--- src/game_settings.svh ---
`ifndef GAME_SETTINGS_SVH
`define GAME_SETTINGS_SVH

// clock cycles per movement tick standing in for 1 ms
`define TICK_CYCLES 16

// sprite and tile sizes in pixels
`define PLAYER_W 47
`define PLAYER_H 41
`define BLOCK_W 28
`define BLOCK_H 42
`define SNOW_W 24
`define SNOW_H 26

// map layout
`define FLOOR_BLOCKS 20
`define FLOOR_Y 374
`define FLOOR_PITCH 25
`define LEDGE_BLOCKS 10
`define LEDGE_Y 300
`define SNOW_COUNT 15
`define SNOW_X 144
`define SNOW_PITCH 26
`define START_X 250
`define START_Y 334

// physics in pixels per tick
`define WALK_STEP 2
`define JUMP_SPEED (-7)
`define GRAVITY 1
`define MAX_FALL 8

// ps/2 scan codes
`define KEY_UP 8'h1D
`define KEY_LEFT 8'h1C
`define KEY_DOWN 8'h1B
`define KEY_RIGHT 8'h23
`define KEY_RESTART 8'h2D

`endif

--- src/game_pkg.sv ---
`default_nettype none

package game_pkg;

    // pixel coordinates on the 640x480 screen
    typedef logic [9:0] xpos_t;
    typedef logic [8:0] ypos_t;

    // vertical speed, negative is upwards
    typedef logic signed [8:0] speed_t;

    typedef logic [7:0] scan_t;

    // number of snowflakes taken
    typedef logic [3:0] score_t;

    typedef enum logic [1:0] {
        GAME_TITLE = 2'b00,
        GAME_PLAY  = 2'b01,
        GAME_WIN   = 2'b11
    } game_state_t;

endpackage

`default_nettype wire

--- src/player_if.sv ---
`default_nettype none

interface player_if;

    // top left corner of the player box
    game_pkg::xpos_t x;
    game_pkg::ypos_t y;

    // contacts against the ground blocks
    logic on_ground;
    logic hit_ceiling;
    logic hit_left;
    logic hit_right;

    modport mover (
        output x, y,
        input  on_ground, hit_ceiling, hit_left, hit_right
    );

    modport sensor (
        input  x, y,
        output on_ground, hit_ceiling, hit_left, hit_right
    );

    modport viewer (
        input x, y
    );

endinterface

`default_nettype wire

--- src/game_fsm.sv ---
`default_nettype none

module game_fsm (
    input  wire logic             clk,
    input  wire logic             reset_i,
    input  wire logic             restart_i,
    input  wire logic             start_i,
    input  wire logic             all_collected_i,
    output game_pkg::game_state_t state_o
);

    game_pkg::game_state_t next_state;

    always_comb begin
        next_state = state_o;
        if (restart_i) begin
            next_state = game_pkg::GAME_TITLE;
        end else begin
            case (state_o)
                game_pkg::GAME_TITLE: begin
                    // any movement key starts the game
                    if (start_i) begin
                        next_state = game_pkg::GAME_PLAY;
                    end
                end
                game_pkg::GAME_PLAY: begin
                    if (all_collected_i) begin
                        next_state = game_pkg::GAME_WIN;
                    end
                end
                // win holds until restart
                default: next_state = state_o;
            endcase
        end
    end

    always_ff @(posedge clk) begin
        if (reset_i) begin
            state_o <= game_pkg::GAME_TITLE;
        end else begin
            state_o <= next_state;
        end
    end

endmodule

`default_nettype wire

--- src/game_top.sv ---
`default_nettype none

module game_top (
    input  wire logic             clk,
    input  wire logic             reset_i,
    input  wire game_pkg::scan_t  key_code_i,
    input  wire logic             key_valid_i,
    output logic                  key_ack_o,
    output game_pkg::game_state_t state_o,
    output game_pkg::score_t      score_o,
    output logic [5:0]            iced_o,
    output game_pkg::xpos_t       player_x_o,
    output game_pkg::ypos_t       player_y_o
);

    player_if body ();

    logic up;
    logic left;
    logic right;
    logic restart;
    logic start;
    logic all_collected;

    key_decoder u_keys (
        .clk        (clk),
        .reset_i    (reset_i),
        .key_code_i (key_code_i),
        .key_valid_i(key_valid_i),
        .key_ack_o  (key_ack_o),
        .up_o       (up),
        .left_o     (left),
        .right_o    (right),
        .restart_o  (restart)
    );

    player_motion u_motion (
        .clk      (clk),
        .reset_i  (reset_i),
        .up_i     (up),
        .left_i   (left),
        .right_i  (right),
        .state_i  (state_o),
        .restart_i(restart),
        .body     (body.mover)
    );

    ground_map u_ground (
        .clk      (clk),
        .reset_i  (reset_i),
        .restart_i(restart),
        .state_i  (state_o),
        .body     (body.sensor),
        .iced_o   (iced_o)
    );

    snow_collector u_snow (
        .clk            (clk),
        .reset_i        (reset_i),
        .restart_i      (restart),
        .state_i        (state_o),
        .body           (body.viewer),
        .score_o        (score_o),
        .all_collected_o(all_collected)
    );

    // any held movement key leaves the title screen
    assign start = up | left | right;

    game_fsm u_fsm (
        .clk            (clk),
        .reset_i        (reset_i),
        .restart_i      (restart),
        .start_i        (start),
        .all_collected_i(all_collected),
        .state_o        (state_o)
    );

    assign player_x_o = body.x;
    assign player_y_o = body.y;

endmodule

`default_nettype wire

--- src/ground_map.sv ---
`default_nettype none

`include "game_settings.svh"

module ground_map (
    input  wire logic                  clk,
    input  wire logic                  reset_i,
    input  wire logic                  restart_i,
    input  wire game_pkg::game_state_t state_i,
    player_if.sensor                   body,
    output logic [5:0]                 iced_o
);

    localparam int NUM_BLOCKS = `FLOOR_BLOCKS + `LEDGE_BLOCKS;

    // player box edges one bit wider so the sums do not wrap
    logic [10:0] p_left;
    logic [10:0] p_right;
    logic [10:0] p_top;
    logic [10:0] p_bottom;

    logic [NUM_BLOCKS-1:0] ground_v;
    logic [NUM_BLOCKS-1:0] ceil_v;
    logic [NUM_BLOCKS-1:0] left_v;
    logic [NUM_BLOCKS-1:0] right_v;
    logic [NUM_BLOCKS-1:0] iced;

    assign p_left   = 11'(body.x);
    assign p_right  = 11'(body.x) + 11'(`PLAYER_W);
    assign p_top    = 11'(body.y);
    assign p_bottom = 11'(body.y) + 11'(`PLAYER_H);

    // floor row first, then the ledge row
    for (genvar b = 0; b < NUM_BLOCKS; b++) begin : g_block
        localparam logic [10:0] BX = (b < `FLOOR_BLOCKS) ? 11'(b * `FLOOR_PITCH)
                                                         : 11'((b - `FLOOR_BLOCKS) * `BLOCK_W);
        localparam logic [10:0] BY = (b < `FLOOR_BLOCKS) ? 11'(`FLOOR_Y) : 11'(`LEDGE_Y);
        localparam logic [10:0] BX_R = BX + 11'(`BLOCK_W);
        localparam logic [10:0] BY_B = BY + 11'(`BLOCK_H);

        logic x_ovl;
        logic y_ovl;

        assign x_ovl = (p_left < BX_R) && (BX < p_right);
        assign y_ovl = (p_top < BY_B) && (BY < p_bottom);

        assign ground_v[b] = (p_bottom == BY) && x_ovl;
        assign ceil_v[b]   = (p_top == BY_B) && x_ovl;
        assign right_v[b]  = (p_right == BX) && y_ovl;
        assign left_v[b]   = (p_left == BX_R) && y_ovl;
    end

    always_ff @(posedge clk) begin
        if (reset_i) begin
            body.on_ground   <= 1'b0;
            body.hit_ceiling <= 1'b0;
            body.hit_left    <= 1'b0;
            body.hit_right   <= 1'b0;
        end else begin
            body.on_ground   <= |ground_v;
            body.hit_ceiling <= |ceil_v;
            body.hit_left    <= |left_v;
            body.hit_right   <= |right_v;
        end
    end

    // blocks stood on during play stay iced
    always_ff @(posedge clk) begin
        if (reset_i || restart_i) begin
            iced <= '0;
        end else if (state_i == game_pkg::GAME_PLAY) begin
            iced <= iced | ground_v;
        end
    end

    always_comb begin
        iced_o = '0;
        for (int i = 0; i < NUM_BLOCKS; i++) begin
            iced_o = iced_o + 6'(iced[i]);
        end
    end

endmodule

`default_nettype wire

--- src/key_decoder.sv ---
`default_nettype none

`include "game_settings.svh"

module key_decoder (
    input  wire logic            clk,
    input  wire logic            reset_i,
    input  wire game_pkg::scan_t key_code_i,
    input  wire logic            key_valid_i,
    output logic                 key_ack_o,
    output logic                 up_o,
    output logic                 left_o,
    output logic                 right_o,
    output logic                 restart_o
);

    logic accept;

    // a code still held while its ack is out was already taken
    assign accept = key_valid_i && !key_ack_o;

    always_ff @(posedge clk) begin
        if (reset_i) begin
            key_ack_o <= 1'b0;
            up_o      <= 1'b0;
            left_o    <= 1'b0;
            right_o   <= 1'b0;
            restart_o <= 1'b0;
        end else begin
            key_ack_o <= accept;
            restart_o <= accept && (key_code_i == `KEY_RESTART);
            if (accept) begin
                // the latest code wins and any other code lets go of all keys
                up_o    <= (key_code_i == `KEY_UP);
                left_o  <= (key_code_i == `KEY_LEFT);
                right_o <= (key_code_i == `KEY_RIGHT);
            end
        end
    end

endmodule

`default_nettype wire

--- src/player_motion.sv ---
`default_nettype none

`include "game_settings.svh"

module player_motion (
    input  wire logic                  clk,
    input  wire logic                  reset_i,
    input  wire logic                  up_i,
    input  wire logic                  left_i,
    input  wire logic                  right_i,
    input  wire game_pkg::game_state_t state_i,
    input  wire logic                  restart_i,
    player_if.mover                    body
);

    localparam int TICK_W = $clog2(`TICK_CYCLES);

    logic [TICK_W-1:0] tick_cnt;
    logic              tick_q;
    game_pkg::speed_t  speed;
    game_pkg::speed_t  next_speed;
    game_pkg::xpos_t   next_x;

    // movement tick that only runs during play
    always_ff @(posedge clk) begin
        if (reset_i || state_i != game_pkg::GAME_PLAY) begin
            tick_cnt <= '0;
            tick_q   <= 1'b0;
        end else begin
            tick_q <= (tick_cnt == TICK_W'(`TICK_CYCLES - 1));
            if (tick_cnt == TICK_W'(`TICK_CYCLES - 1)) begin
                tick_cnt <= '0;
            end else begin
                tick_cnt <= tick_cnt + 1'b1;
            end
        end
    end

    // right beats left when both are held
    always_comb begin
        if (right_i) begin
            next_x = body.x + game_pkg::xpos_t'(`WALK_STEP);
        end else if (left_i) begin
            next_x = body.x - game_pkg::xpos_t'(`WALK_STEP);
        end else begin
            next_x = body.x;
        end
    end

    always_comb begin
        if (body.hit_ceiling) begin
            next_speed = game_pkg::speed_t'(1);
        end else if (up_i && body.on_ground) begin
            next_speed = game_pkg::speed_t'(`JUMP_SPEED);
        end else if (body.on_ground && speed >= game_pkg::speed_t'(0)) begin
            next_speed = '0;
        end else if (speed >= game_pkg::speed_t'(`MAX_FALL - `GRAVITY)) begin
            // terminal fall speed
            next_speed = game_pkg::speed_t'(`MAX_FALL);
        end else begin
            next_speed = speed + game_pkg::speed_t'(`GRAVITY);
        end
    end

    always_ff @(posedge clk) begin
        if (reset_i || restart_i) begin
            body.x <= game_pkg::xpos_t'(`START_X);
            body.y <= game_pkg::ypos_t'(`START_Y);
            speed  <= '0;
        end else if (tick_q) begin
            body.x <= next_x;
            // y moves by the old speed before it is updated
            body.y <= body.y + game_pkg::ypos_t'(speed);
            speed  <= next_speed;
        end
    end

endmodule

`default_nettype wire

--- src/snow_collector.sv ---
`default_nettype none

`include "game_settings.svh"

module snow_collector (
    input  wire logic                  clk,
    input  wire logic                  reset_i,
    input  wire logic                  restart_i,
    input  wire game_pkg::game_state_t state_i,
    player_if.viewer                   body,
    output game_pkg::score_t           score_o,
    output logic                       all_collected_o
);

    logic [10:0] p_left;
    logic [10:0] p_right;
    logic [10:0] p_top;
    logic [10:0] p_bottom;

    logic [`SNOW_COUNT-1:0] overlap;
    logic [`SNOW_COUNT-1:0] fresh;
    logic [`SNOW_COUNT-1:0] taken;
    game_pkg::score_t       fresh_cnt;

    assign p_left   = 11'(body.x);
    assign p_right  = 11'(body.x) + 11'(`PLAYER_W);
    assign p_top    = 11'(body.y);
    assign p_bottom = 11'(body.y) + 11'(`PLAYER_H);

    // flakes hang in one column, one pitch apart
    for (genvar s = 0; s < `SNOW_COUNT; s++) begin : g_flake
        localparam logic [10:0] SX = 11'(`SNOW_X);
        localparam logic [10:0] SY = 11'(s * `SNOW_PITCH);

        assign overlap[s] = (p_left < SX + 11'(`SNOW_W)) && (SX < p_right)
                         && (p_top < SY + 11'(`SNOW_H)) && (SY < p_bottom);
    end

    assign fresh = (state_i == game_pkg::GAME_PLAY) ? (overlap & ~taken) : '0;

    // the player box can cover more than one flake at a time
    always_comb begin
        fresh_cnt = '0;
        for (int i = 0; i < `SNOW_COUNT; i++) begin
            fresh_cnt = fresh_cnt + game_pkg::score_t'(fresh[i]);
        end
    end

    always_ff @(posedge clk) begin
        if (reset_i || restart_i) begin
            taken   <= '0;
            score_o <= '0;
        end else begin
            taken   <= taken | fresh;
            score_o <= score_o + fresh_cnt;
        end
    end

    assign all_collected_o = &taken;

endmodule

`default_nettype wire

--- config.mk ---
export PLATFORM = sky130hd
export DESIGN_NAME = game_top
export DESIGN_NICKNAME = d
export VERILOG_FILES = /design/src/game_pkg.sv /design/src/player_if.sv /design/src/game_fsm.sv /design/src/game_top.sv /design/src/ground_map.sv /design/src/key_decoder.sv /design/src/player_motion.sv /design/src/snow_collector.sv
export VERILOG_INCLUDE_DIRS = /design/src
export SDC_FILE = /design/constraint.sdc
export NUM_CORES = 1
export LEC_CHECK = 0
export BUFFER_PORTS_ARGS = -buffer_cell sky130_fd_sc_hd__clkbuf_2
export CAP_MARGIN = 20
export CELL_PAD_IN_SITES_DETAIL_PLACEMENT = 0
export CELL_PAD_IN_SITES_GLOBAL_PLACEMENT = 1
export CORE_MARGIN = 2
export CORE_UTILIZATION = 40
export DETAILED_ROUTE_END_ITERATION = 10
export PLACE_DENSITY_LB_ADDON = 0.2
export SLEW_MARGIN = 10
export SYNTH_ARGS = -nofsm -noshare
export SYNTH_HDL_FRONTEND = slang
export SYNTH_SLANG_ARGS = --single-unit
--- constraint.sdc ---
create_clock -name clk -period 6.4 [get_ports clk]
set_clock_uncertainty 0.15 [all_clocks]
set_input_delay 0 -clock clk [delete_from_list [all_inputs] [get_ports clk]]
set_output_delay 0 -clock clk [all_outputs]
set_load 0.05 [all_outputs]
==> impl_metrics.toml <==
[outcome]
outcome = "finished, final reports clean"

[placed_design]
place_congestion = 0.908
portBuffers = 41
hpwl_um = 15100
dp_slack_ps = 149
dpl_cell_area_mm2 = 0.00749

[cells_and_area]
areaGrowthSynthToFinish_pct = 12.4
insertedDiodeCount = 0
design_area_mm2 = 0.00792
final_nets = 1022
final_layout_size_suffix_gt1_share_pct = 10.8

[logic_synthesis]
synth_top_cell_area_share_pct = 25.6
synth.area.top_cells = "dfxtp_1 (26%), fa_1 (9.7%), ha_1 (6.4%), nor2_1 (6.3%), a21oi_1 (5.8%)"
synth-seq-cells = 90
synth_nets = 991
synth_ff_type = "dfxtp_1"
yosysMostFrequentCell = "nor2_1"
synthCells = 910
yosysSeqAreaShare_pct = 25.6
yosys_warnings = 0
post-synth-top-area-cell = "dfxtp_1"
postSynth.asyncResetShare_pct = 0
synth_edf_count = 0
syn_avg_cell_area_um2 = 7.75
yosys-top-cells-count = "nor2_1 (119), dfxtp_1 (90), a21oi_1 (82)"
ys_types = 75
synth.cell_area_mm2 = 0.00705

[worst_setup_path]
cp-end-kind = "flop"
worstPathRequired_ps = 6480
path_delay_family = "adder cells"
cp_common_cell = "fa_1"
r2r_setup_slack_ps = 350
crit_slowest_cell = "fa_1"
cp_max_fo = 5
crit_type = "reg -> reg"
crit_path_cell_trace = "inv_1 > ha_1 > and2b_1 > o21ai_4 > xor2_2 > nand2_1 > a211o_2 > or2_1 > nor2_1 > nor4b_4 > ha_1 > inv_1 > fa_1 > fa_1 > fa_1 > fa_1 > inv_1 > fa_1 > fa_1 > xnor2_1 > nor2_1"
crit_buf_inv = 3
r2r-start = "u_motion.body.x[1]"
crit_path_start = "u_motion.body.x[1]"
reg2reg_depth = 21
r2r_end = "u_snow.score_o[2]"
cpPeakStageDelay_ps = 550
start_kind = "flop"
cp.arrival_ps = 6130

[grt]
antenna_found_initial = 0
grt_pass1_vias = 6168
grt_max_degree = 45
grt_use_total_pct = 22.7
gr-total-overflow = 0
grt_pass1_wl_um = 33000

[cts]
cts_root_buf = "clkbuf_16"
clk_latency_ps = 350
clock-sinks = 90
cts_buffers = 9
htreeDepth = 3
tritoncts = "yes"
clk_path_buf_depth = 2
path_clk_slew_ps = 80
post-cts-setup-buffers = 0

[detailed_routing]
avgRoutedWirePerCell_um = 17.3
wl_um = 20200
viasPerCell = 5.65
route.detailed.drc = 0
detail-route-antenna-nets = 0
firstDrtPassIters = 5
first_iter_violations = 527
vias = 6622

[sta]
finalSetupViolations = 0
max_freq_mhz = 165
setup_ws_ps = 350
maxSlewHeadroom_pct = 30.3
min_period_ps = 6050
hold_viol_final = 0
worst_slew_pin_slew_ps = 1040
setup_tns_ps = 0
whs_ps = 302
finalCritPeriodShare_pct = 94.5
grt_setup_unrepaired = "no"
slew_viol_final = 0

[floorplan]
die_h_um = 137
floorplan.initialDensity_pct = 40.9
die-width_um = 137
ios = 43
die_area_mm2 = 0.0187
core_area_mm2 = 0.0172
rows = 48

[min_path]
holdPathEnd = "u_motion.tick_cnt[0]"
hold_depth = 1
hold_path_class = "reg -> reg"
hold_path.startpoint = "u_motion.tick_cnt[0]"

[power]
power_per_cell_area_mw_per_mm2 = 143
p_leak_nw = 3.28
vdd_drop_max_v = 0.000121

[run]
drv_cap = 0
==> layout by cell type (no fill, tap or decap), types with 6 or more instances in the layout <==
cell type,synthesis,layout
a211oi_1,6,6
a21o_1,10,10
a21oi_1,82,82
a22oi_1,7,7
a31oi_1,11,11
and2_1,9,9
and3_1,7,7
buf_4,1,22
clkbuf_16,0,9
clkbuf_2,0,41
dfxtp_1,90,88
dlygate4sd3_1,0,11
fa_1,34,34
ha_1,36,36
inv_1,81,81
nand2_1,56,56
nand2b_1,13,13
nand3_1,21,21
nand3b_1,6,6
nand4_1,11,11
nor2_1,119,119
nor2b_1,11,11
nor3_1,16,16
nor4_1,10,10
o211ai_1,11,11
o21a_1,13,13
o21ai_0,40,40
o21ai_1,8,6
o21bai_1,6,6
o31ai_1,13,13
or3_1,20,20
xnor2_1,20,20
xor2_1,11,10
==> repair_timing <==
item,4_1_cts,5_1_grt
endpoints found under the setup margin,0,3
endpoints found under the hold margin,8,0
resized for setup,0,6
hold buffers,11,0
==> report_power, final <==
part	internal, mW	total [mW]	switching [mW]
Combinational	0.0125	0.0371	0.0246
Clock	0.275	0.532	0.257
Sequential	0.560	0.563	0.00229
==> metrics by stage <==
stage / util (%) / std cells / total power, mW
finish: 45.9 / 1171 / 1.13
global route: 45.9 / 1171 / 1.17
CTS: 45.8 / 1171 / 1.14
detailed placement: 43.4 / 1144 / 0.610
global placement: 43.4 / 1144 / 0.610
floorplan: - / 910 / 0.599
==> layout make-up <==
cell class              count  area [um^2]
clock buffers               9          225
clock inverters             7         66.3
fillers                  1751         9320
inverters                  83          312
multi-input cells         683         4750
flip-flops and latches     90         1810
well taps                 225          282
repair buffers             74          480
==> layer usage <==
layer,global-route usage [%],vias to the layer above,routed length (um)
met1,30.9,3069,9190
met5,0,-,0
met2,35.9,251,9270
met4,8.39,0,658
li1,-,3251,-
met3,4.04,51,1130
==> sequential cells by signal, summed over array words and instances, names as in the netlist, 2 cells and up <==
| register | cells |
|---|---|
| u_ground.iced | 30 |
| u_snow.taken | 15 |
| u_motion.body.x | 9 |
| u_motion.body.y | 9 |
| u_motion.speed | 9 |
| u_motion.tick_cnt | 4 |
| u_snow.score_o | 4 |
| u_fsm.state_o | 2 |
==> logic make-up after synthesis <==
| kind of cell | Yosys count | synth area share (%) |
|---|---|---|
| compound gates | 252 | 23.0 |
| xor+xnor | 32 | 4.08 |
| fa+ha+maj | 71 | 16.2 |
| buf+inv | 137 | 7.54 |
| flops | 90 | 25.6 |
| mux | 6 | 0.870 |
| other cells | 1 | 0.0532 |
| simple gates | 321 | 22.7 |
==> worst max-delay path by stage <==
stage / to / slack (ps) / depth (start not counted)
global placement: u_snow.score_o[2] / 230 / 21
floorplan: u_snow.score_o[2] / 7 / 23
global route: u_snow.score_o[2] / 20 / 21
finish: u_snow.score_o[2] / 350 / 21
detailed placement: u_snow.score_o[2] / 150 / 21
CTS: u_snow.score_o[2] / 120 / 21
(Power assumes the default switching activity.)
